`config.mk`:
```
export PLATFORM = sky130hd
export DESIGN_NAME = cpu_top
export DESIGN_NICKNAME = d
export VERILOG_FILES = /design/src/hdl/cpu_pkg.sv /design/src/hdl/cpu_ctrl_if.sv /design/src/hdl/cpu_control.sv /design/src/hdl/cpu_alu.sv /design/src/hdl/cpu_registers.sv /design/src/hdl/cpu_address.sv /design/src/hdl/cpu_top.sv
export SDC_FILE = /design/constraint.sdc
export NUM_CORES = 1
export LEC_CHECK = 0
export ABC_AREA = 1
export ABC_CLOCK_PERIOD_IN_PS = 6300
export BUFFER_PORTS_ARGS = -buffer_cell sky130_fd_sc_hd__buf_2
export CAP_MARGIN = 25
export CELL_PAD_IN_SITES_DETAIL_PLACEMENT = 2
export CELL_PAD_IN_SITES_GLOBAL_PLACEMENT = 2
export CORE_ASPECT_RATIO = 0.6
export CORE_MARGIN = 2
export CORE_UTILIZATION = 33
export DETAILED_ROUTE_END_ITERATION = 8
export GPL_TIMING_DRIVEN = 1
export MAX_ROUTING_LAYER = met4
export PLACE_DENSITY = 0.95
export SLEW_MARGIN = 20
export SYNTH_ARGS = -nofsm -noshare
export SYNTH_HDL_FRONTEND = slang
export SYNTH_SLANG_ARGS = --single-unit
```
`constraint.sdc`:
```
create_clock -name clock -period 6.3 [get_ports clock]
set_clock_uncertainty 0.15 [all_clocks]
set_input_delay 0.945 -clock clock [delete_from_list [all_inputs] [get_ports clock]]
set_output_delay 0.945 -clock clock [all_outputs]
set_load 0.02 [all_outputs]
```
`src/hdl/cpu_pkg.sv`:
```
package cpu_pkg;

    // Bus widths
    localparam int byte_w = 8;
    localparam int addr_w = 16;

    localparam logic [byte_w-1:0] opc_nop   = 8'hea;  // Held in the IR after reset
    localparam logic [byte_w-1:0] zero_page = 8'h00;  // High address byte for $00 operands

    // Bit positions in the status word
    localparam int stat_n = 7;
    localparam int stat_v = 6;
    localparam int stat_u = 5;    // Always reads 1
    localparam int stat_b = 4;    // Always reads 1
    localparam int stat_d = 3;
    localparam int stat_i = 2;
    localparam int stat_z = 1;
    localparam int stat_c = 0;

    // Internal data bus sources, one-hot
    localparam int db_w     = 5;
    localparam int db_din   = 0;  // Registered bus input
    localparam int db_alu   = 1;
    localparam int db_shift = 2;  // Accumulator shifter
    localparam int db_a     = 3;
    localparam int db_count = 4;  // Increment or decrement unit

    // Bus address sources, one-hot
    localparam int addr_pc = 0;
    localparam int addr_zp = 1;

    // Store data sources, one-hot
    localparam int sto_a = 0;
    localparam int sto_x = 1;
    localparam int sto_y = 2;

    // Opcode byte, matched whole or split aaa_bbb_cc
    typedef union packed {
        logic [byte_w-1:0] raw;
        struct packed {
            logic [2:0] aaa;      // Operation group
            logic [2:0] bbb;      // Addressing mode
            logic [1:0] cc;       // Class
        } fields;
    } opcode_t;

endpackage

```
`src/hdl/cpu_ctrl_if.sv`:
```
`timescale 1ns/1ps

interface cpu_ctrl_if import cpu_pkg::*; ();

    opcode_t           op;          // Current instruction
    logic [db_w-1:0]   db_sel;      // Data bus source, one-hot
    logic              count_sel;   // Counter input, 0 = X, 1 = Y
    logic              count_inc;
    logic              count_dec;
    logic              load_a;
    logic              load_x;
    logic              load_y;
    logic              n_db7;       // N from bit 7 of the data bus
    logic              v_alu;
    logic              v_ir5;       // V from opcode bit 5
    logic              d_ir5;
    logic              i_ir5;
    logic              c_ir5;
    logic              c_alu;
    logic              c_shift;
    logic              z_dbz;       // Z from data bus equal to zero
    logic              pc_inc;
    logic [1:0]        addr_sel;    // PC or zero page, one-hot
    logic              write_en;
    logic [2:0]        store_sel;   // A, X or Y, one-hot
    logic              sync;        // First cycle of an instruction

    modport control (output op, db_sel, count_sel, count_inc, count_dec, load_a, load_x,
                     load_y, n_db7, v_alu, v_ir5, d_ir5, i_ir5, c_ir5, c_alu, c_shift,
                     z_dbz, pc_inc, addr_sel, write_en, store_sel, sync);

    modport datapath (input op, db_sel, count_sel, count_inc, count_dec, load_a, load_x,
                      load_y, n_db7, v_alu, v_ir5, d_ir5, i_ir5, c_ir5, c_alu, c_shift,
                      z_dbz, pc_inc, addr_sel, write_en, store_sel, sync);

    modport alu (input op);

endinterface

```
`src/hdl/cpu_control.sv`:
```
`timescale 1ns/1ps

module cpu_control import cpu_pkg::*;
(
    input  logic              clock,
    input  logic              reset,
    input  logic              enable,
    input  logic [byte_w-1:0] data_in,        // Opcode byte straight off the bus
    output logic [byte_w-1:0] debug_opcode,
    cpu_ctrl_if.control       ctrl
);

    localparam int s_byte1 = 0;   // Opcode fetch, previous result written back
    localparam int s_byte2 = 1;   // Operand or dummy fetch
    localparam int s_zp    = 2;   // Zero-page read or write

    logic [2:0] state;            // One-hot
    logic [2:0] next_state;
    opcode_t    opcode;           // Instruction register

    // Length and addressing
    wire logic one_byte = opcode.raw ==? 8'b???_?10_?0;
    wire logic zp_mode  = opcode.fields.bbb == 3'b001;

    // ORA..SBC group, immediate and $00 only
    wire logic alu_mode = (opcode.fields.cc == 2'b01) &&
                          (opcode.fields.bbb == 3'b001 || opcode.fields.bbb == 3'b010);
    wire logic op_arith   = alu_mode && (opcode.fields.aaa[2:1] != 2'b10);
    wire logic op_cmp     = alu_mode && (opcode.fields.aaa == 3'b110);
    wire logic op_adc_sbc = alu_mode && (opcode.fields.aaa[1:0] == 2'b11);
    wire logic op_lda     = alu_mode && (opcode.fields.aaa == 3'b101);
    wire logic op_ldx     = opcode.raw ==? 8'b101_00?_10;      // LDX # and $00
    wire logic op_ldy     = opcode.raw ==? 8'b101_00?_00;      // LDY # and $00
    wire logic op_store   = (opcode.raw ==? 8'b100_001_??) && (opcode.fields.cc != 2'b11);
    wire logic op_acc     = opcode.raw ==? 8'b0??_010_10;      // ASL/ROL/LSR/ROR A

    // Implied one-byte instructions
    wire logic op_tax = opcode.raw == 8'haa;
    wire logic op_tay = opcode.raw == 8'ha8;
    wire logic op_txa = opcode.raw == 8'h8a;
    wire logic op_tya = opcode.raw == 8'h98;
    wire logic op_inx = opcode.raw == 8'he8;
    wire logic op_iny = opcode.raw == 8'hc8;
    wire logic op_dex = opcode.raw == 8'hca;
    wire logic op_dey = opcode.raw == 8'h88;
    wire logic op_clv = opcode.raw == 8'hb8;
    wire logic op_clc_sec = opcode.raw ==? 8'b00?_110_00;
    wire logic op_cli_sei = opcode.raw ==? 8'b01?_110_00;
    wire logic op_cld_sed = opcode.raw ==? 8'b11?_110_00;

    wire logic op_count = op_txa | op_tya | op_inx | op_iny | op_dex | op_dey;
    wire logic upd_a = op_lda | (op_arith & ~op_cmp) | op_acc | op_txa | op_tya;
    wire logic upd_x = op_ldx | op_tax | op_inx | op_dex;
    wire logic upd_y = op_ldy | op_tay | op_iny | op_dey;

    always_comb
    begin
        next_state     = '0;
        ctrl.db_sel    = '0;
        ctrl.count_sel = 1'b0;
        ctrl.count_inc = 1'b0;
        ctrl.count_dec = 1'b0;
        ctrl.load_a    = 1'b0;
        ctrl.load_x    = 1'b0;
        ctrl.load_y    = 1'b0;
        ctrl.n_db7     = 1'b0;
        ctrl.v_alu     = 1'b0;
        ctrl.v_ir5     = 1'b0;
        ctrl.d_ir5     = 1'b0;
        ctrl.i_ir5     = 1'b0;
        ctrl.c_ir5     = 1'b0;
        ctrl.c_alu     = 1'b0;
        ctrl.c_shift   = 1'b0;
        ctrl.z_dbz     = 1'b0;
        ctrl.pc_inc    = 1'b0;
        ctrl.addr_sel  = '0;
        ctrl.write_en  = 1'b0;
        ctrl.store_sel = '0;

        if (state[s_byte1])
        begin
            next_state[s_byte2]    = 1'b1;
            ctrl.addr_sel[addr_pc] = 1'b1;
            ctrl.pc_inc            = 1'b1;

            // IR still holds the previous instruction here
            ctrl.db_sel[db_din]   = op_lda | op_ldx | op_ldy;
            ctrl.db_sel[db_alu]   = op_arith;
            ctrl.db_sel[db_shift] = op_acc;
            ctrl.db_sel[db_a]     = op_tax | op_tay;
            ctrl.db_sel[db_count] = op_count;
            ctrl.count_sel = op_tya | op_iny | op_dey;   // Y side of the counter
            ctrl.count_inc = op_inx | op_iny;
            ctrl.count_dec = op_dex | op_dey;
            ctrl.load_a    = upd_a;
            ctrl.load_x    = upd_x;
            ctrl.load_y    = upd_y;
            ctrl.n_db7     = upd_a | upd_x | upd_y | op_cmp;
            ctrl.z_dbz     = upd_a | upd_x | upd_y | op_cmp;
            ctrl.v_alu     = op_adc_sbc;
            ctrl.v_ir5     = op_clv;
            ctrl.d_ir5     = op_cld_sed;
            ctrl.i_ir5     = op_cli_sei;
            ctrl.c_ir5     = op_clc_sec;
            ctrl.c_alu     = op_adc_sbc | op_cmp;
            ctrl.c_shift   = op_acc;
        end

        if (state[s_byte2])
        begin
            ctrl.addr_sel[addr_pc] = 1'b1;
            ctrl.pc_inc            = ~one_byte;    // Implied ops reread the next opcode
            next_state[s_zp]       = zp_mode;
            next_state[s_byte1]    = ~zp_mode;
        end

        if (state[s_zp])
        begin
            ctrl.addr_sel[addr_zp] = 1'b1;          // Operand byte is the address low
            ctrl.write_en          = op_store;
            ctrl.store_sel[sto_y]  = opcode.fields.cc == 2'b00;
            ctrl.store_sel[sto_a]  = opcode.fields.cc == 2'b01;
            ctrl.store_sel[sto_x]  = opcode.fields.cc == 2'b10;
            next_state[s_byte1]    = 1'b1;
        end
    end

    always_ff @(posedge clock)
    begin
        if (reset)
        begin
            state      <= 3'b001;                  // Start in byte1
            opcode.raw <= opc_nop;
        end
        else if (enable)
        begin
            state <= next_state;
            if (state[s_byte1])
                opcode.raw <= data_in;             // Latch the fetched opcode
        end
    end

    assign ctrl.op      = opcode;
    assign ctrl.sync    = state[s_byte1];
    assign debug_opcode = opcode.raw;

endmodule

```
`src/hdl/cpu_alu.sv`:
```
`timescale 1ns/1ps

module cpu_alu import cpu_pkg::*;
(
    input  logic [byte_w-1:0] a,             // Accumulator
    input  logic [byte_w-1:0] b,             // Operand from the bus
    input  logic              carry_in,
    output logic [byte_w-1:0] result,
    output logic              carry_out,
    output logic              overflow,
    output logic [byte_w-1:0] shift_result,
    output logic              shift_carry,
    cpu_ctrl_if.alu           ctrl
);

    wire logic [2:0] aaa = ctrl.op.fields.aaa;  // ORA,AND,EOR,ADC,STA,LDA,CMP,SBC

    // CMP and SBC add the complement, CMP ignores C
    wire logic              sub    = aaa[2];
    wire logic              cin    = carry_in | ~aaa[0];
    wire logic [byte_w-1:0] addend = sub ? ~b : b;
    wire logic [byte_w:0]   sum    = a + addend + byte_w'(cin);  // Binary only

    always_comb
    begin
        case (aaa)
            3'd0: result = a | b;
            3'd1: result = a & b;
            3'd2: result = a ^ b;
            3'd3, 3'd6, 3'd7: result = sum[byte_w-1:0];
            default: result = '0;              // STA and LDA take no ALU result
        endcase
    end

    // Signed overflow when both inputs disagree with the sum sign
    assign overflow  = (a[byte_w-1] ^ sum[byte_w-1]) & (addend[byte_w-1] ^ sum[byte_w-1]);
    assign carry_out = sum[byte_w];

    // Accumulator shifter, aaa 0..3 = ASL, ROL, LSR, ROR
    wire logic rotate = aaa[0];
    wire logic right  = aaa[1];
    wire logic fill   = carry_in & rotate;   // Bit shifted in

    always_comb
    begin
        if (right)
            {shift_result, shift_carry} = {fill, a};
        else
            {shift_carry, shift_result} = {a, fill};
    end

endmodule

```
`src/hdl/cpu_registers.sv`:
```
`timescale 1ns/1ps

module cpu_registers import cpu_pkg::*;
(
    input  logic              clock,
    input  logic              reset,
    input  logic              enable,
    input  logic [byte_w-1:0] data_in,
    input  logic [byte_w-1:0] alu_result,
    input  logic              alu_carry,
    input  logic              alu_overflow,
    input  logic [byte_w-1:0] shift_result,
    input  logic              shift_carry,
    output logic [byte_w-1:0] a,
    output logic [byte_w-1:0] x,
    output logic [byte_w-1:0] y,
    output logic              carry,          // C flag into the ALU
    output logic [byte_w-1:0] status,
    cpu_ctrl_if.datapath      ctrl
);

    logic flag_n, flag_v, flag_d, flag_i, flag_z, flag_c;

    // Counter unit for INX/INY/DEX/DEY and the X/Y to A transfers
    wire logic [byte_w-1:0] count_in  = ctrl.count_sel ? y : x;
    wire logic [byte_w-1:0] count_out =
        count_in + {byte_w{ctrl.count_dec}} + byte_w'(ctrl.count_inc);

    // Internal data bus, sources are one-hot
    wire logic [byte_w-1:0] db =
        ({byte_w{ctrl.db_sel[db_din]}}   & data_in)      |
        ({byte_w{ctrl.db_sel[db_alu]}}   & alu_result)   |
        ({byte_w{ctrl.db_sel[db_shift]}} & shift_result) |
        ({byte_w{ctrl.db_sel[db_a]}}     & a)            |
        ({byte_w{ctrl.db_sel[db_count]}} & count_out);

    wire logic ir5 = ctrl.op.raw[5];    // Set or clear for flag instructions

    always_ff @(posedge clock)
    begin
        if (reset)
        begin
            a      <= '0;
            x      <= '0;
            y      <= '0;
            flag_n <= 1'b0;
            flag_v <= 1'b0;
            flag_d <= 1'b0;
            flag_i <= 1'b0;
            flag_z <= 1'b0;
            flag_c <= 1'b0;
        end
        else if (enable)
        begin
            if (ctrl.load_a) a <= db;
            if (ctrl.load_x) x <= db;
            if (ctrl.load_y) y <= db;
            if (ctrl.n_db7) flag_n <= db[byte_w-1];
            if (ctrl.z_dbz) flag_z <= (db == '0);
            if (ctrl.v_alu)
                flag_v <= alu_overflow;
            else if (ctrl.v_ir5)
                flag_v <= 1'b0;         // CLV clears V whatever bit 5 holds
            if (ctrl.d_ir5) flag_d <= ir5;
            if (ctrl.i_ir5) flag_i <= ir5;
            if (ctrl.c_alu)
                flag_c <= alu_carry;
            else if (ctrl.c_shift)
                flag_c <= shift_carry;
            else if (ctrl.c_ir5)
                flag_c <= ir5;
        end
    end

    always_comb
    begin
        status         = '0;
        status[stat_n] = flag_n;
        status[stat_v] = flag_v;
        status[stat_u] = 1'b1;        // Fixed bits
        status[stat_b] = 1'b1;
        status[stat_d] = flag_d;      // Stored only, adder stays binary
        status[stat_i] = flag_i;
        status[stat_z] = flag_z;
        status[stat_c] = flag_c;
    end

    assign carry = flag_c;

endmodule

```
`src/hdl/cpu_address.sv`:
```
`timescale 1ns/1ps

module cpu_address import cpu_pkg::*;
#(
    parameter logic [addr_w-1:0] reset_pc = 16'h0200
)
(
    input  logic              clock,
    input  logic              reset,
    input  logic              enable,
    input  logic [byte_w-1:0] io_data_in,     // Combinational memory read
    input  logic [byte_w-1:0] a,
    input  logic [byte_w-1:0] x,
    input  logic [byte_w-1:0] y,
    output logic [addr_w-1:0] address,
    output logic [byte_w-1:0] data_out,
    output logic [byte_w-1:0] data_in,        // Bus byte from the last cycle
    output logic [addr_w-1:0] pc,
    cpu_ctrl_if.datapath      ctrl
);

    // Bus address, PC or zero page indexed by the operand byte
    assign address = ({addr_w{ctrl.addr_sel[addr_pc]}} & pc) |
                     ({addr_w{ctrl.addr_sel[addr_zp]}} & {zero_page, data_in});

    // Store data for STA/STX/STY
    assign data_out = ({byte_w{ctrl.store_sel[sto_a]}} & a) |
                      ({byte_w{ctrl.store_sel[sto_x]}} & x) |
                      ({byte_w{ctrl.store_sel[sto_y]}} & y);

    always_ff @(posedge clock)
    begin
        if (reset)
            pc <= reset_pc;                   // No vector fetch
        else if (enable)
            pc <= pc + addr_w'(ctrl.pc_inc);
    end

    // Written byte is seen as read data after a store
    always_ff @(posedge clock)
    begin
        if (enable)
            data_in <= ctrl.write_en ? data_out : io_data_in;
    end

endmodule

```
`src/hdl/cpu_top.sv`:
```
`timescale 1ns/1ps

module cpu_top import cpu_pkg::*;
#(
    parameter logic [addr_w-1:0] reset_pc = 16'h0200
)
(
    input  logic              clock,
    input  logic              reset,
    input  logic              io_enable,        // Stall when low
    input  logic [byte_w-1:0] io_data_in,
    output logic [addr_w-1:0] io_address,
    output logic [byte_w-1:0] io_data_out,
    output logic              io_write_enable,
    output logic              io_sync,
    output logic [byte_w-1:0] io_debug_opcode,
    output logic [addr_w-1:0] io_debug_pc,
    output logic [byte_w-1:0] io_debug_a,
    output logic [byte_w-1:0] io_debug_x,
    output logic [byte_w-1:0] io_debug_y,
    output logic [byte_w-1:0] io_debug_p
);

    cpu_ctrl_if ctrl ();

    logic [byte_w-1:0] data_in;               // Registered bus byte
    logic [byte_w-1:0] alu_result, shift_result;
    logic              carry, alu_carry, alu_overflow, shift_carry;

    cpu_control u_control (.clock(clock), .reset(reset), .enable(io_enable),
        .data_in(io_data_in), .debug_opcode(io_debug_opcode), .ctrl(ctrl));

    cpu_alu u_alu (.a(io_debug_a), .b(data_in), .carry_in(carry), .result(alu_result),
        .carry_out(alu_carry), .overflow(alu_overflow), .shift_result(shift_result),
        .shift_carry(shift_carry), .ctrl(ctrl));

    cpu_registers u_registers (.clock(clock), .reset(reset), .enable(io_enable),
        .data_in(data_in), .alu_result(alu_result), .alu_carry(alu_carry),
        .alu_overflow(alu_overflow), .shift_result(shift_result), .shift_carry(shift_carry),
        .a(io_debug_a), .x(io_debug_x), .y(io_debug_y), .carry(carry),
        .status(io_debug_p), .ctrl(ctrl));

    cpu_address #(.reset_pc(reset_pc)) u_address (.clock(clock), .reset(reset),
        .enable(io_enable), .io_data_in(io_data_in), .a(io_debug_a), .x(io_debug_x),
        .y(io_debug_y), .address(io_address), .data_out(io_data_out), .data_in(data_in),
        .pc(io_debug_pc), .ctrl(ctrl));

    assign io_sync         = ctrl.sync;
    assign io_write_enable = ctrl.write_en;

endmodule

```
==> impl_metrics.tcl <==
set metrics [dict create \
    synth_top_area_share_pct 21.7 \
    ff2ff_path_depth 23 \
    clock-sinks 65 \
    slew_headroom_pct 42.1 \
    min_period_ns 4.14 \
    whs_path_depth 2 \
    stdcell_area_um2 6110 \
    cp.arrival_ns 4.26 \
    final_antenna_net_count 0 \
    area_growth_pct 16.5 \
    hold_violations 0 \
    comb_power_share_pct 22.8 \
    cp_common_cell "nand2_1" \
    cp-start-kind "flip-flop" \
    clk_pin_slew_ns 0.07 \
    grt_pass1_vias 6676 \
    worstPathRequired_ns 6.42 \
    maxSlewViolCount 0 \
    fin_ws_ns 2.16 \
    initial_core_util_pct 34.0 \
    cts_buffers 9 \
    cts_max_level 3 \
    diodes 0 \
    status "complete, no violations" \
    yosysTopAreaCell "dfxtp_1" \
    die_h_um 102 \
    finalPower_mw 1.35 \
    die-area_um2 17000 \
    core_area_um2 15500 \
    placed_cell_area_um2 5790 \
    clock_power_share_pct 41.3 \
    vdd_drop_max_v 0.000113 \
    yosysWarnings 0 \
    rsz0062_at_grt "no" \
    grt_usage_pct 32.5 \
    power_density_nw_per_um2 220 \
    gp_congestion 0.917 \
    clock_path_buffers 2 \
    fmax_ghz 0.242 \
    drive_gt1_share_pct 17.2 \
    path_cells "buf_8 > nand2_1 > nor2_1 > nand2_2 > nand2_1 > nand2_1 > inv_1 > fa_1 > inv_1 > fa_1 > inv_1 > nand2_1 > nand2_1 > nand2_1 > nand2_1 > inv_1 > nand3_1 > nand3_1 > nor2_1 > nand3_1 > nor2_1 > nand2_1 > a21oi_2" \
    cts_setup_buffers 0 \
    drtIter0Drc 523 \
    post-dp-hpwl_um 19700 \
    cts_root_buf "clkbuf_16" \
    postSynthAreaPerCell_um2 6.46 \
    final_core_util_pct 39.5 \
    synth_edf_count 8 \
    synth_seq_area_share_pct 26.3 \
    crit_path_top_delay_cell "dfxtp_1" \
    critPathMaxStageDelay_ns 0.57 \
    hold_class "flip-flop to flip-flop" \
    pre_cts_ws_ns 1.91 \
    tns_ns 0 \
    clock_latency_ns 0.35 \
    dp_cells 1075 \
    pin_count 93 \
    ys_ff_latch 65 \
    drc 0 \
    tightest_slew_ns 0.861 \
    setup_viol 0 \
    worstPathMaxFanout 22 \
    cp-end-kind "flip-flop" \
    num_rows 35 \
    fp.dieW_um 167 \
    netSwitchingFraction_pct 36.7 \
    grt_max_degree 36 \
    yosysUniqueCellTypes 43 \
    hold_buffers 0 \
    syn-cell-area_um2 5250 \
    finalNonFillerCells 1092 \
    synthArstFlopShare_pct 0 \
    hold_ws_ns 0.316 \
    nets 930 \
    p_switching_mw 0.493 \
    cts_resized 0 \
    cts_tree "done" \
    synth.area.top_cells "dfxtp_1, nand2_1, inv_1" \
    port_buffers 90 \
    grt_pass1_wl_um 40400 \
    pwr-share-seq_pct 35.9 \
    dr_total_vias 6168 \
    drv_cap 0 \
    wire_per_inst_um 24.2 \
    gr-total-overflow 0 \
    internal_power_mw 0.852 \
    wl_um 26400 \
    grt_antenna_before_repair 0 \
    drt_pass1_iterations 5 \
    syn_inst 813 \
    critical_path_class "flip-flop to flip-flop" \
    p_leak_nw 3.15 \
    viasPerCell 5.65 \
    min_period_over_period_pct 65.7 \
    synth-main-ff-cell "dfxtp_1" \
]
## cell type report
cell class                 count  area (um^2)
fill                        1908         9350
multi-input combinational    584         3190
sequential                    65         1380
inverter                     130          490
timing repair buffer          94          488
tap                          203          254
clock buffer                  10          239
clock inverter                 6         73.8
## worst paths after layout
kind                                      startpoint            endpoint  slack, ns
worst max-delay path            u_control.ctrl.op[6]  u_registers.flag_z       2.16
worst min-delay path              u_registers.flag_i  u_registers.flag_i       0.32
worst max register to register  u_control.ctrl.op[6]  u_registers.flag_z       2.16
worst min register to register    u_registers.flag_i  u_registers.flag_i       0.32
## critical path, delay by kind of cell (launching register included)
family                     cells  cell delay, ns
DFF                            1            0.57
buffers and inverters          5            0.77
and+or+nand+nor               15            1.69
adders and majority gates      2            0.73
AOI/OAI and AO/OA              1            0.14
## sequential cells by signal, indices dropped and copies added (netlist names)
signal	flops
u_registers.flag_n	1
u_registers.x	8
u_address.data_in	8
u_registers.flag_z	1
u_address.pc	16
u_control.state	3
u_registers.a	8
u_registers.flag_d	1
u_control.ctrl.op	8
u_registers.carry	1
u_registers.flag_v	1
u_registers.y	8
u_registers.flag_i	1
## cells in the mapped netlist (2+ instances only)
master      n
xor2_1     11
buf_1       2
nand3_1    69
nand2_1   181
o21ai_0    48
nand2_2    13
fa_1        4
nor2_2      8
nor4_1      3
a21oi_1    45
edfxtp_1    8
buf_4      12
dfxtp_1    57
nor3_1     11
o211ai_1   11
o22ai_1     6
inv_1     125
ha_1       31
nand4_1    18
clkbuf_1   12
a31oi_1     5
mux2_2     10
nor2_1     83
o221ai_1    3
o211a_1     3
o21ai_1     2
buf_2       8
inv_2       4
nand3b_1    5
o21bai_1    2
## cells by family (layout without fill, tap and decap cells)
group,after synthesis,count (layout),share of synthesized area [%]
adder cells (fa/ha/maj),35,35,8.92
other,1,2,0.0714
AND/OR/NAND/NOR,396,396,33.2
AO/OA/AOI/OAI,129,129,14.3
flip-flops,65,65,26.3
multiplexers,10,10,2.15
buffers and inverters,165,240,13.0
XOR/XNOR,12,12,2.00
## cell usage in the layout (no fill, tap or decap), types with 18 or more instances in the layout
cell type,count
nand3_1,69
a21oi_1,45
nand4_1,18
dfxtp_1,57
buf_2,90
o21ai_0,48
ha_1,31
nand2_1,181
nor2_1,83
inv_1,124
## per-layer routing
| metal | global-route usage, % | share of wire [%] |
|---|---|---|
| met5 | - | 0 |
| met4 | 9.55 | 2.0 |
| met3 | 6.29 | 7.7 |
| met2 | 50.1 | 44 |
| met1 | 43.5 | 46 |
## power by group through the flow
| stage | logic (mW) | registers [mW] | clock network (mW) |
|---|---|---|---|
| after floorplan | 0.189 | 0.481 | 0 |
| after global placement | 0.269 | 0.489 | 0 |
| after detailed placement | 0.290 | 0.491 | 0 |
| after CTS | 0.298 | 0.484 | 0.560 |
| after global routing | 0.335 | 0.485 | 0.573 |
| final | 0.307 | 0.483 | 0.555 |
Power figures use the tool's default switching activity.
